--- src/rtl/exPkg.sv ---
package exPkg;

	parameter int dataWidthDefault = 32;	// Core data word
	parameter int addrWidth = 10;			// Word address, not byte
	parameter int regIdWidth = 4;			// Destination register id

	// Command sits in the top nibble of both forms
	typedef enum logic [3:0] {
		cmdNop = 4'd0,
		cmdAlu = 4'd1,
		cmdLoad = 4'd2,
		cmdStore = 4'd3
	} opCmd;

	typedef enum logic [2:0] {
		fnAdd = 3'd0,
		fnSub = 3'd1,
		fnAnd = 3'd2,
		fnOr = 3'd3,
		fnXor = 3'd4,
		fnShl = 3'd5			// Shift by low 5 bits of operand B
	} aluFn;

	typedef struct packed {
		opCmd cmd;
		logic [regIdWidth-1:0] rd;
		aluFn fn;
		logic useImm;				// Operand B from imm, not Rt
		logic [3:0] imm;			// Zero-extended
	} aluForm;

	typedef struct packed {
		opCmd cmd;
		logic [regIdWidth-1:0] rd;
		logic [7:0] offset;			// Word offset, zero-extended
	} memForm;

	// One 16-bit micro-op word, read as either form
	typedef union packed {
		aluForm alu;
		memForm mem;
	} uopWord;

	typedef enum logic {
		srcCore = 1'b0,
		srcHost = 1'b1
	} reqSrc;

endpackage

--- src/rtl/memBus.sv ---
interface memBus import exPkg::*; #(
	parameter int dataWidth = dataWidthDefault
) ();

	logic reqValid;
	logic reqWrite;							// High for store
	logic [addrWidth-1:0] reqAddr;
	logic [dataWidth-1:0] reqData;			// Store data only
	logic reqReady;
	logic rspValid;							// One pulse per accepted request
	logic [dataWidth-1:0] rspData;
	logic rspFault;							// Address out of range

	modport requester (
		output reqValid, reqWrite, reqAddr, reqData,
		input reqReady, rspValid, rspData, rspFault
	);

	modport responder (
		input reqValid, reqWrite, reqAddr, reqData,
		output reqReady, rspValid, rspData, rspFault
	);

endinterface

--- src/rtl/memArbiter.sv ---
module memArbiter import exPkg::*; (
	input logic clock,
	input logic rstN,
	memBus.responder coreSide,
	memBus.responder hostSide,
	memBus.requester ramSide
);

	reqSrc lastQ;						// Last source granted
	reqSrc rspSrcQ;						// Owner of the response in flight
	logic grantCore;
	logic grantHost;

	// On contention the side not served last wins
	assign grantHost = hostSide.reqValid && (!coreSide.reqValid || lastQ == srcCore);
	assign grantCore = coreSide.reqValid && (!hostSide.reqValid || lastQ == srcHost);

	assign ramSide.reqValid = grantCore || grantHost;
	assign ramSide.reqWrite = grantHost ? hostSide.reqWrite : coreSide.reqWrite;
	assign ramSide.reqAddr = grantHost ? hostSide.reqAddr : coreSide.reqAddr;
	assign ramSide.reqData = grantHost ? hostSide.reqData : coreSide.reqData;

	assign coreSide.reqReady = grantCore && ramSide.reqReady;
	assign hostSide.reqReady = grantHost && ramSide.reqReady;

	assign coreSide.rspValid = ramSide.rspValid && rspSrcQ == srcCore;
	assign hostSide.rspValid = ramSide.rspValid && rspSrcQ == srcHost;
	assign coreSide.rspData = ramSide.rspData;
	assign hostSide.rspData = ramSide.rspData;
	assign coreSide.rspFault = ramSide.rspFault;
	assign hostSide.rspFault = ramSide.rspFault;

	always_ff @(posedge clock) begin
		if (!rstN) begin
			lastQ <= srcHost;
			rspSrcQ <= srcCore;
		end else if (ramSide.reqValid && ramSide.reqReady) begin
			lastQ <= grantHost ? srcHost : srcCore;
			rspSrcQ <= grantHost ? srcHost : srcCore;
		end
	end

	oneGrant: assert property (@(posedge clock) disable iff (!rstN)
		!(coreSide.reqReady && hostSide.reqReady))
		else $error("Both requesters granted in one cycle");

	coreRspRouted: assert property (@(posedge clock) disable iff (!rstN)
		coreSide.reqValid && coreSide.reqReady |=> coreSide.rspValid && !hostSide.rspValid)
		else $error("Core response missing or sent to host");

	hostRspRouted: assert property (@(posedge clock) disable iff (!rstN)
		hostSide.reqValid && hostSide.reqReady |=> hostSide.rspValid && !coreSide.rspValid)
		else $error("Host response missing or sent to core");

endmodule

--- src/flat_wrapper.sv ---
// flat-port wrapper written by rule: the top's interface ports become plain ports
module memArbiter_flat import exPkg::*;
  (clock, rstN, coreSide_reqValid, coreSide_reqWrite, coreSide_reqAddr, coreSide_reqData, coreSide_reqReady, coreSide_rspValid, coreSide_rspData, coreSide_rspFault, hostSide_reqValid, hostSide_reqWrite, hostSide_reqAddr, hostSide_reqData, hostSide_reqReady, hostSide_rspValid, hostSide_rspData, hostSide_rspFault, ramSide_reqValid, ramSide_reqWrite, ramSide_reqAddr, ramSide_reqData, ramSide_reqReady, ramSide_rspValid, ramSide_rspData, ramSide_rspFault);
  memBus coreSide_i ();
  memBus hostSide_i ();
  memBus ramSide_i ();
  input logic clock;
  input logic rstN;
  input wire logic [$bits(coreSide_i.reqValid)-1:0] coreSide_reqValid;
  input wire logic [$bits(coreSide_i.reqWrite)-1:0] coreSide_reqWrite;
  input wire logic [$bits(coreSide_i.reqAddr)-1:0] coreSide_reqAddr;
  input wire logic [$bits(coreSide_i.reqData)-1:0] coreSide_reqData;
  output wire logic [$bits(coreSide_i.reqReady)-1:0] coreSide_reqReady;
  output wire logic [$bits(coreSide_i.rspValid)-1:0] coreSide_rspValid;
  output wire logic [$bits(coreSide_i.rspData)-1:0] coreSide_rspData;
  output wire logic [$bits(coreSide_i.rspFault)-1:0] coreSide_rspFault;
  input wire logic [$bits(hostSide_i.reqValid)-1:0] hostSide_reqValid;
  input wire logic [$bits(hostSide_i.reqWrite)-1:0] hostSide_reqWrite;
  input wire logic [$bits(hostSide_i.reqAddr)-1:0] hostSide_reqAddr;
  input wire logic [$bits(hostSide_i.reqData)-1:0] hostSide_reqData;
  output wire logic [$bits(hostSide_i.reqReady)-1:0] hostSide_reqReady;
  output wire logic [$bits(hostSide_i.rspValid)-1:0] hostSide_rspValid;
  output wire logic [$bits(hostSide_i.rspData)-1:0] hostSide_rspData;
  output wire logic [$bits(hostSide_i.rspFault)-1:0] hostSide_rspFault;
  output wire logic [$bits(ramSide_i.reqValid)-1:0] ramSide_reqValid;
  output wire logic [$bits(ramSide_i.reqWrite)-1:0] ramSide_reqWrite;
  output wire logic [$bits(ramSide_i.reqAddr)-1:0] ramSide_reqAddr;
  output wire logic [$bits(ramSide_i.reqData)-1:0] ramSide_reqData;
  input wire logic [$bits(ramSide_i.reqReady)-1:0] ramSide_reqReady;
  input wire logic [$bits(ramSide_i.rspValid)-1:0] ramSide_rspValid;
  input wire logic [$bits(ramSide_i.rspData)-1:0] ramSide_rspData;
  input wire logic [$bits(ramSide_i.rspFault)-1:0] ramSide_rspFault;
  assign coreSide_i.reqValid = coreSide_reqValid;
  assign coreSide_i.reqWrite = coreSide_reqWrite;
  assign coreSide_i.reqAddr = coreSide_reqAddr;
  assign coreSide_i.reqData = coreSide_reqData;
  assign coreSide_reqReady = coreSide_i.reqReady;
  assign coreSide_rspValid = coreSide_i.rspValid;
  assign coreSide_rspData = coreSide_i.rspData;
  assign coreSide_rspFault = coreSide_i.rspFault;
  assign hostSide_i.reqValid = hostSide_reqValid;
  assign hostSide_i.reqWrite = hostSide_reqWrite;
  assign hostSide_i.reqAddr = hostSide_reqAddr;
  assign hostSide_i.reqData = hostSide_reqData;
  assign hostSide_reqReady = hostSide_i.reqReady;
  assign hostSide_rspValid = hostSide_i.rspValid;
  assign hostSide_rspData = hostSide_i.rspData;
  assign hostSide_rspFault = hostSide_i.rspFault;
  assign ramSide_reqValid = ramSide_i.reqValid;
  assign ramSide_reqWrite = ramSide_i.reqWrite;
  assign ramSide_reqAddr = ramSide_i.reqAddr;
  assign ramSide_reqData = ramSide_i.reqData;
  assign ramSide_i.reqReady = ramSide_reqReady;
  assign ramSide_i.rspValid = ramSide_rspValid;
  assign ramSide_i.rspData = ramSide_rspData;
  assign ramSide_i.rspFault = ramSide_rspFault;
  memArbiter u_core (.clock(clock), .rstN(rstN), .coreSide(coreSide_i), .hostSide(hostSide_i), .ramSide(ramSide_i));
endmodule
--- config.mk ---
export PLATFORM = sky130hd
export DESIGN_NAME = memArbiter_flat
export DESIGN_NICKNAME = d
export VERILOG_FILES = /design/src/rtl/exPkg.sv /design/src/rtl/memBus.sv /design/src/rtl/memArbiter.sv /design/src/flat_wrapper.sv
export SDC_FILE = /design/constraint.sdc
export NUM_CORES = 1
export LEC_CHECK = 0
export BUFFER_PORTS_ARGS = -buffer_cell sky130_fd_sc_hd__buf_2
export CAP_MARGIN = 0
export CORE_AREA = 3 3 93 95
export CTS_BUF_LIST = sky130_fd_sc_hd__clkbuf_4
export DETAILED_ROUTE_END_ITERATION = 7
export DIE_AREA = 0 0 96 98
export PLACE_DENSITY_LB_ADDON = 0.15
export SLEW_MARGIN = 20
export SYNTH_ARGS = -nofsm -noshare
export SYNTH_HDL_FRONTEND = slang
export SYNTH_SLANG_ARGS = --single-unit
export TNS_END_PERCENT = 10
--- constraint.sdc ---
create_clock -name clock -period 1.4 [get_ports clock]
set_input_delay 0.21 -clock clock [delete_from_list [all_inputs] [get_ports clock]]
set_output_delay 0.21 -clock clock [all_outputs]
set_load 0.03 [all_outputs]
==> results of run 1 <==
==> area by class of cell <==
| type | count | share of cell area |
|---|---|---|
| timing repair buffer | 144 | 0.5459 |
| inverter | 1 | 0.002024 |
| tap | 102 | 0.06883 |
| clock buffer | 3 | 0.01215 |
| multi-input combinational | 55 | 0.3489 |
| sequential | 2 | 0.02227 |
==> cell usage after synthesis <==
cell / instances / area (µm²)
a21boi_4: 1 / 18.77
a21oi_1: 2 / 10.01
a22oi_1: 1 / 7.510
and2_1: 1 / 6.260
buf_4: 68 / 510.5
buf_6: 2 / 22.52
dfxtp_1: 2 / 40.04
inv_1: 1 / 3.750
mux2_1: 3 / 33.78
mux2_2: 40 / 450.4
nand2_1: 3 / 11.26
nor2b_1: 2 / 12.51
o211ai_1: 1 / 7.510
or2_2: 1 / 6.260
==> worst max path at each step <==
stage	start	to	slack, ps	depth (start not counted)
floorplan	u_core.lastQ$_SDFFE_PN1P_	ramSide_reqAddr[0]	-30	3
global placement	coreSide_reqValid	ramSide_reqData[7]	-140	5
detailed placement	coreSide_reqValid	ramSide_reqData[9]	-110	5
CTS	u_core.lastQ$_SDFFE_PN1P_	ramSide_reqData[9]	-310	4
global route	u_core.lastQ$_SDFFE_PN1P_	ramSide_reqData[4]	-370	4
finish	u_core.lastQ$_SDFFE_PN1P_	ramSide_reqData[14]	-290	4
==> worst max-delay path, cell delays in order (launching register included) <==
cell and delay, ps:
dfxtp_2 320, a21boi_4 200, buf_12 220, mux2_2 360, buf_6 140
==> flip-flops by register name, summed over array words and instances, names as in the netlist <==
register	flops
u_core.rspSrcQ	1
u_core.lastQ	1
==> metrics by stage <==
| stage | instance area, µm² | setup slack [ps] |
|---|---|---|
| 5_1_grt | 1854 | -368.2 |
| 4_1_cts | 1790 | -313.5 |
| 2_1_floorplan | 1141 | -26.58 |
| 6_report | 1854 | -286.8 |
| 3_5_place_dp | 1494 | -114.1 |
| 3_3_place_gp | 1494 | -135.1 |
==> cells by family (layout without fill, tap and decap cells) <==
kind of cell    count (synthesis)  count (layout)  synth area share
buf+inv                        71             148            0.4704
mux                            43              43            0.4243
simple gates                    7               7           0.03180
compound gates                  5               5           0.03838
flops                           2               2           0.03509
==> metal layers <==
| metal | up-vias | wire (µm) | part of all wire | GRT usage |
|---|---|---|---|---|
| met1 | 507 | 1608 | 0.36 | 0.09917 |
| met3 | 13 | 282 | 0.063 | 0.01310 |
| met5 | - | 0 | 0 | 0 |
| met2 | 49 | 2537 | 0.57 | 0.1567 |
| met4 | 0 | 48 | 0.011 | 0.03173 |
| li1 | 520 | - | - | - |
==> power breakdown <==
group / switching (µW) / internal, µW / total (µW)
Combinational: 431 / 449 / 880
Clock: 30.0 / 94.3 / 124
Sequential: 3.23 / 61.7 / 65.0
==> reports/qor.tcl, run 1 <==
set qor(violations) {negative setup slack}
set qor(final_cell_mix) {buf_2, buf_6, mux2_4, mux2_2, buf_4}
set qor(r2r-end) {u_core.rspSrcQ$_SDFFE_PN0P_}
set qor(groute.usage.overall) 0.08627
set qor(grt_max_degree) 25
set qor(synthesis.area_um2) 1141
set qor(hold_end) {u_core.lastQ$_SDFFE_PN1P_}
set qor(num-fill-cells) 866
set qor(finalClockSkew_ps) 5.049
set qor(grt_overflow) 0
set qor(grt_setup_unrepaired) {yes}
set qor(synthesis.nets) 253
set qor(drtPass1Iterations) 4
set qor(h-tree-depth) 1
set qor(insertion_delay_ps) 220
set qor(fin_crit_ps) 1687
set qor(finalWeightedCongestion) 0.7209
set qor(post_layout_nonfiller_instances) 307
set qor(tightestPinTransition_ps) 191.0
set qor(reg2reg_from) {u_core.lastQ$_SDFFE_PN1P_}
set qor(synth-seq-area-share) 0.03509
set qor(timing.max_slew.rel_slack) 0.8724
set qor(post_route_drc) 0
set qor(postCtsSetupRepairBufs) 0
set qor(die_width_um) 96
set qor(core.rowCount) 32
set qor(worstPathRequired_ps) 1190
set qor(outcome) {finished with violations}
set qor(startpoint_type) {flip-flop}
set qor(n_antenna_cell) 0
set qor(final_power_uw) 1070
set qor(drv_cap) 0
set qor(clockRootBuffer) {clkbuf_4}
set qor(grt_antenna_before_repair) 0
set qor(cts_num_sinks) 2
set qor(crit_type) {reg2out}
set qor(worst_r2r_path_depth) 4
set qor(critical_path_peak_fanout) 20
set qor(finalHoldViolations) 0
set qor(drt-total-wl_mm) 4.477
set qor(numPlacedInstances) 304
set qor(worst_setup_path_end_kind) {output port}
set qor(fmax_mhz) 592.8
set qor(avgRoutedWirePerCell_um) 14.58
set qor(ant_nets) 0
set qor(via_count_of_the_first_global_routing_pass) 1214
set qor(ctsResizeCount) 88
set qor(vias) 1089
set qor(reg_area_um2) 41.29
set qor(powerDensity_nw_per_um2) 576.9
set qor(synth.distinct_cells) 14
set qor(post_cts_hold_buffer_count) 0
set qor(starting_density_of_the_core) 0.1462
set qor(vdd_drop_max_v) 0.0001422
set qor(dp.final_hpwl_mm) 3.576
set qor(overall_die_area_um2) 9408
set qor(io_buffer_count) 139
set qor(timing.final.setup_violations) 43
set qor(finish.net_count) 332
set qor(totalNegativeSetupSlack_ps) -11170
set qor(die_height_um) 98
set qor(minimum_setup_slack_among_reg_to_reg_paths_ps) 390
set qor(arrival_ps) 1480
set qor(timing.hold.worst.start) {rstN}
set qor(timing.final.max_slew_violations) 0
set qor(vias_per_cell) 3.547
set qor(worst_hold_path.num_cells) 2
set qor(holdWs_ps) 209.1
set qor(cts_made_buffers) 3
set qor(postLayoutCoreUtil) 0.2375
set qor(cts_tree) {yes}
set qor(ys_ff_latch) 2
set qor(mostFrequentLayoutCell) {buf_2}
set qor(top_level_ports) 239
set qor(floorplan.core_area_um2) 7807
set qor(wire_length_of_the_first_global_routing_pass_mm) 6.458
set qor(p_leak_uw) 0.0009869
set qor(synthesis.area_per_instance_um2) 8.915
set qor(synth_cells) 128
set qor(hold_path_class) {in2reg}
set qor(max-clock-path-buffers) 2
set qor(finalWorstSetupSlack_ps) -286.8
set qor(proportion_of_layout_cells_with_a_drive_suffix_above_1) 0.9268
set qor(clk_transition_reported_paths_ps) 30
set qor(multiInputGateArea_um2) 646.9
set qor(synthesis.yosys.warnings) 0
set qor(area_overhead_vs_synth_pct) 62.50
set qor(drt_iter0_markers) 4
set qor(finalCritPeriodShare) 1.205
(Power assumes the default switching activity.)
==> run 2, diff against run 1 <==
- MAX_ROUTING_LAYER: unset -> met4
==> reports/qor.tcl, run 2 (synthesis gave the netlist of run 1 again) <==
set qor(outcome) {finished with violations}
set qor(violations) {negative setup slack}
set qor(io_buffer_count) 139 ;# unchanged
set qor(worst_path_max_delay_cell) {mux2_2}
set qor(drv_cap) 0 ;# unchanged
set qor(clk_transition_reported_paths_ps) 30 ;# about the same
set qor(cts_tree) {yes}
set qor(wire_length_of_the_first_global_routing_pass_mm) 6.458 ;# unchanged
set qor(timing.final.setup_violations) 43 ;# unchanged
set qor(drtPass1Iterations) 4 ;# unchanged
set qor(tightestPinTransition_ps) 191.0 ;# unchanged
set qor(proportion_of_layout_cells_with_a_drive_suffix_above_1) 0.9268 ;# unchanged
set qor(cts_num_sinks) 2 ;# unchanged
set qor(critical_path_peak_fanout) 20 ;# unchanged
set qor(numPlacedInstances) 304 ;# unchanged
set qor(insertion_delay_ps) 220 ;# about the same
set qor(powerDensity_nw_per_um2) 576.9 ;# unchanged
set qor(grt_setup_unrepaired) {yes}
set qor(groute.usage.overall) 0.08876 ;# +0.002483
set qor(avgRoutedWirePerCell_um) 14.58 ;# unchanged
set qor(totalNegativeSetupSlack_ps) -11170 ;# +0.2000 ps
set qor(finalWorstSetupSlack_ps) -286.8 ;# +0.003000 ps
set qor(dp.final_hpwl_mm) 3.576 ;# unchanged
set qor(crit_type) {reg2out}
set qor(finish.net_count) 332 ;# unchanged
set qor(overall_die_area_um2) 9408 ;# unchanged
set qor(drt-total-wl_mm) 4.477 ;# unchanged
set qor(startpoint_type) {flip-flop}
set qor(area_overhead_vs_synth_pct) 62.50 ;# unchanged
set qor(p_leak_uw) 0.0009869 ;# unchanged
set qor(finalWeightedCongestion) 0.7294 ;# +1.2%
set qor(clockRootBuffer) {clkbuf_4}
set qor(critical_path.cell_chain) {a21boi_4 > buf_12 > mux2_2 > buf_6}
set qor(cpPeakStageDelay_ps) 360 ;# about the same
set qor(grt_antenna_before_repair) 0 ;# unchanged
set qor(num-fill-cells) 866 ;# unchanged
set qor(largest_registers) {u_core.lastQ (1), u_core.rspSrcQ (1)}
set qor(path_buf_inv) 2 ;# unchanged
set qor(finalCritPeriodShare) 1.205 ;# about the same
set qor(floorplan.core_area_um2) 7807 ;# unchanged
set qor(finalHoldViolations) 0 ;# unchanged
set qor(timing.final.max_slew_violations) 0 ;# unchanged
set qor(timing.max_slew.rel_slack) 0.8724 ;# unchanged
set qor(vias) 1089 ;# unchanged
set qor(cts_made_buffers) 3 ;# unchanged
set qor(arrival_ps) 1480 ;# about the same
set qor(post_route_drc) 0 ;# unchanged
set qor(grt_max_degree) 25 ;# unchanged
set qor(vias_per_cell) 3.547 ;# unchanged
set qor(final_cell_mix) {buf_2, buf_6, mux2_4, mux2_2, buf_4}
set qor(grt_overflow) 0 ;# unchanged
set qor(post_layout_nonfiller_instances) 307 ;# unchanged
set qor(n_antenna_cell) 0 ;# unchanged
set qor(fin_crit_ps) 1687 ;# -0.003000 ps
set qor(worst_setup_path_end_kind) {output port}
set qor(max-clock-path-buffers) 2 ;# unchanged
set qor(drt_iter0_markers) 4 ;# unchanged
set qor(die_height_um) 98 ;# unchanged
set qor(hold_path_class) {in2reg}
set qor(die_width_um) 96 ;# unchanged
set qor(finalClockSkew_ps) 5.049 ;# -0.00002000 ps
set qor(postCtsSetupRepairBufs) 0 ;# unchanged
set qor(via_count_of_the_first_global_routing_pass) 1215 ;# +0.082%
set qor(vdd_drop_max_v) 0.0001422 ;# unchanged
set qor(mostFrequentLayoutCell) {buf_2}
set qor(fmax_mhz) 592.8 ;# about the same
set qor(top_level_ports) 239 ;# unchanged
set qor(worstPathRequired_ps) 1190 ;# about the same
set qor(cp_top_family) {buffers and inverters}
set qor(starting_density_of_the_core) 0.1462 ;# unchanged
set qor(h-tree-depth) 1 ;# unchanged
set qor(core.rowCount) 32 ;# unchanged
set qor(ant_nets) 0 ;# unchanged
-- run 2: repair_timing --
item                       4_1_cts  5_1_grt
setup endpoints to repair       43       43
hold buffers                     0        0
gates resized for setup         88       17
-- run 2: layout make-up --
| type | instances | area, µm² | area share |
|---|---|---|---|
| clock buffer | 3 | 22.52 | 0.01215 |
| inverter | 1 | 3.754 | 0.002024 |
| multi-input combinational | 55 | 646.9 | 0.3489 |
| sequential | 2 | 41.29 | 0.02227 |
| tap | 102 | 127.6 | 0.06883 |
| timing repair buffer | 144 | 1012 | 0.5459 |
-- run 2: metrics by stage --
stage / worst slack, ps / cell area, µm² / power (µW) / utilization / hold slack [ps]
final: -286.8 / 1854 / 1070 / 0.2375 / 209.0
after global routing: -368.2 / 1854 / 1135 / 0.2375 / 198.9
after CTS: -313.5 / 1790 / 1043 / 0.2293 / 205.1
after detailed placement: -114.1 / 1494 / 753.7 / 0.1913 / 420.3
after global placement: -135.1 / 1494 / 760.6 / 0.1913 / 420.3
after floorplan: -26.58 / 1141 / 846.9 / - / 298.9
-- run 2: path summary, 6_finish.rpt --
| check | start | cells after the start | endpoint | slack (ps) |
|---|---|---|---|---|
| min | rstN | 2 | u_core.lastQ$_SDFFE_PN1P_ | 210 |
| max | u_core.lastQ$_SDFFE_PN1P_ | 4 | ramSide_reqData[14] | -290 |
| min reg2reg | u_core.rspSrcQ$_SDFFE_PN0P_ | 2 | u_core.rspSrcQ$_SDFFE_PN0P_ | 540 |
| max reg2reg | u_core.lastQ$_SDFFE_PN1P_ | 4 | u_core.rspSrcQ$_SDFFE_PN0P_ | 390 |
-- run 2: where the power goes --
group          total (µW)  switching [µW]  internal (µW)
Combinational         880             431            449
Clock                 124            30.0           94.3
Sequential           65.0            3.23           61.7
-- run 2: routing by layer --
layer	vias up	global-route usage	part of all wire
met5	-	-	0
met1	507	0.09917	0.36
li1	520	-	-
met2	49	0.1567	0.57
met3	13	0.01310	0.063
met4	0	0.03173	0.011
==> run 3, diff against run 2 <==
- CORE_AREA: 3 3 93 95 -> 2 2 92 94
- DIE_AREA: 0 0 96 98 -> 0 0 94 96
- SKIP_CTS_REPAIR_TIMING: unset -> 1
- clock period: 1.4 -> 1.9 ns (I/O delays scaled with it)
==> reports/qor.tcl, run 3 (synthesis gave the netlist of run 1 again) <==
set qor(h-tree-depth) 1 ;# unchanged
set qor(grt_overflow) 0 ;# unchanged
set qor(met3_wirelength_um) 329 ;# +16%
set qor(crit_type) {reg2out}
set qor(detail_route.wirelength.met1_mm) 1.668 ;# +3.7%
set qor(die_height_um) 96 ;# -2.0%
set qor(tightestPinTransition_ps) 172.5 ;# -18.49 ps
set qor(timing.final.setup_violations) 0 ;# -100%
set qor(critical_path.cell_chain) {a21boi_4 > buf_12 > buf_12 > mux2_2 > buf_2}
set qor(grt_max_degree) 24 ;# -4.0%
set qor(max-clock-path-buffers) 2 ;# unchanged
set qor(worstPathRequired_ps) 1620 ;# +430 ps
set qor(insertion_delay_ps) 230 ;# about the same
set qor(minimum_setup_slack_among_reg_to_reg_paths_ps) 950 ;# +560 ps
set qor(largest_registers) {u_core.lastQ (1), u_core.rspSrcQ (1)}
set qor(clk_transition_reported_paths_ps) 30 ;# about the same
set qor(cp_top_family) {buffers and inverters}
set qor(arrival_ps) 1570 ;# +90 ps
set qor(r2r-end) {u_core.rspSrcQ$_SDFFE_PN0P_}
set qor(vdd_drop_max_v) 0.00007413 ;# -48%
set qor(worst_setup_path_end_kind) {output port}
set qor(met2_length_mm) 2.026 ;# -20%
set qor(final_cell_mix) {buf_2, mux2_2, clkbuf_4}
set qor(clockRootBuffer) {clkbuf_4}
set qor(drt-total-wl_mm) 4.090 ;# -8.6%
set qor(finish.net_count) 332 ;# unchanged
set qor(p_leak_uw) 0.0008347 ;# -15%
set qor(powerDensity_nw_per_um2) 424.1 ;# -26%
set qor(maxUsedRoutingLayer) {met4}
set qor(mostFrequentLayoutCell) {buf_2}
set qor(startpoint_type) {flip-flop}
set qor(fmax_mhz) 539.1
set qor(vias_per_cell) 3.290 ;# -7.2%
set qor(cpPeakStageDelay_ps) 350 ;# about the same
set qor(finalWeightedCongestion) 0.6864 ;# -5.9%
set qor(via_count_of_the_first_global_routing_pass) 973 ;# -20%
set qor(numPlacedInstances) 304 ;# unchanged
set qor(worst_r2r_path_depth) 4 ;# unchanged
set qor(worst_hold_path.num_cells) 2 ;# unchanged
set qor(final_cell_area_um2) 1572 ;# -15%
set qor(placedInstanceArea_um2) 1475 ;# -1.3%
set qor(path_buf_inv) 3 ;# +1
set qor(hold_path_class) {in2reg}
set qor(proportion_of_layout_cells_with_a_drive_suffix_above_1) 0.9268 ;# unchanged
set qor(grt_antenna_before_repair) 0 ;# unchanged
set qor(drv_cap) 0 ;# unchanged
set qor(fin_crit_ps) 1855
set qor(timing.final.max_slew_violations) 0 ;# unchanged
set qor(timing.max_slew.rel_slack) 0.8858 ;# +0.01344
set qor(floorplan.core_area_um2) 8051 ;# +3.1%
set qor(overall_die_area_um2) 9024 ;# -4.1%
set qor(outcome) {finished, final reports clean}
set qor(io_buffer_count) 139 ;# unchanged
set qor(top_level_ports) 239 ;# unchanged
set qor(cts_num_sinks) 2 ;# unchanged
set qor(die_width_um) 94 ;# -2.1%
set qor(finalClockSkew_ps) 1.585 ;# -3.464 ps
set qor(ant_nets) 0 ;# unchanged
set qor(worst_path_max_delay_cell) {mux2_2}
set qor(area_overhead_vs_synth_pct) 37.72
set qor(finalCritPeriodShare) 0.9763
set qor(groute.usage.overall) 0.07283 ;# -0.01593
set qor(wire_length_of_the_first_global_routing_pass_mm) 5.188 ;# -20%
set qor(finalHoldViolations) 0 ;# unchanged
set qor(grt_setup_unrepaired) {yes}
set qor(dp.final_hpwl_mm) 3.389 ;# -5.2%
set qor(critical_path_peak_fanout) 12 ;# -40%
set qor(finalWorstSetupSlack_ps) 45.11 ;# +331.9 ps
set qor(core.rowCount) 33 ;# +3.1%
set qor(starting_density_of_the_core) 0.1417 ;# -0.004429
set qor(dpl_worst_slack_ps) 185.9 ;# +300.0 ps
set qor(cts_made_buffers) 3 ;# unchanged
set qor(n_antenna_cell) 0 ;# unchanged
set qor(cts_tree) {yes}
set qor(reg2reg_from) {u_core.lastQ$_SDFFE_PN1P_}
set qor(hold_end) {u_core.lastQ$_SDFFE_PN1P_}
set qor(avgRoutedWirePerCell_um) 13.19 ;# -9.5%
set qor(post_layout_nonfiller_instances) 310 ;# +0.98%
set qor(drt_iter0_markers) 2 ;# -2
set qor(vias) 1020 ;# -6.3%
set qor(timing.hold.worst.start) {rstN}
set qor(cpMostUsedCell) {buf_12}
set qor(totalNegativeSetupSlack_ps) 0 ;# +11170 ps
set qor(drtPass1Iterations) 2 ;# -2
set qor(post_route_drc) 0 ;# unchanged
set qor(final_power_uw) 666.6 ;# -38%
-- run 3: cell count changes in the layout (fill, tap and decap cells not counted), sizes merged --
cell and change:
clkbuf +3, buf -3
-- run 3: worst reg2reg max path: cells and delay by family (launching register included) --
kind / cells / cell delay [ps]
AOI/OAI and AO/OA: 2 / 260
buffers and inverters: 1 / 140
DFF: 1 / 370
and+or+nand+nor: 1 / 70
-- run 3: final cells by class --
cell class | instances | area [µm²]
fill | 922 | 6480
timing repair buffer | 144 | 808.3
multi-input combinational | 55 | 564.3
tap | 105 | 131.4
sequential | 2 | 41.29
clock buffer | 3 | 22.52
inverter | 1 | 3.754
-- run 3: layer usage --
metal	GRT usage	vias up
met5	-	-
met4	0.02657	0
met3	0.01879	22
met2	0.1107	49
met1	0.09330	426
li1	-	523
-- run 3: worst max path at each step --
stage	from	end	slack (ps)	cells after the start
final	u_core.lastQ$_SDFFE_PN1P_	ramSide_reqData[25]	50	5
after detailed placement	hostSide_reqValid	ramSide_reqData[19]	190	5
after floorplan	u_core.lastQ$_SDFFE_PN1P_	ramSide_reqAddr[0]	400	3
after global placement	coreSide_reqValid	ramSide_reqData[26]	190	5
after CTS	u_core.lastQ$_SDFFE_PN1P_	ramSide_reqData[19]	9	4
after global routing	u_core.lastQ$_SDFFE_PN1P_	ramSide_reqData[25]	-0.3	5
-- run 3: per-stage QoR --
step / utilization / hold slack [ps]
after floorplan: - / 373.9
after global placement: 0.1832 / 503.2
after detailed placement: 0.1832 / 494.4
after CTS: 0.1860 / 263.0
after global routing: 0.1952 / 286.5
final: 0.1952 / 266.8
-- run 3: power breakdown --
part	switching [µW]	internal [µW]	total [µW]	leakage (µW)
Combinational	290	232	522	0.000805
Clock	25.6	69.8	95.4	0.0000138
Sequential	3.69	45.5	49.2	0.0000162
Total	319	347	667	0.000835
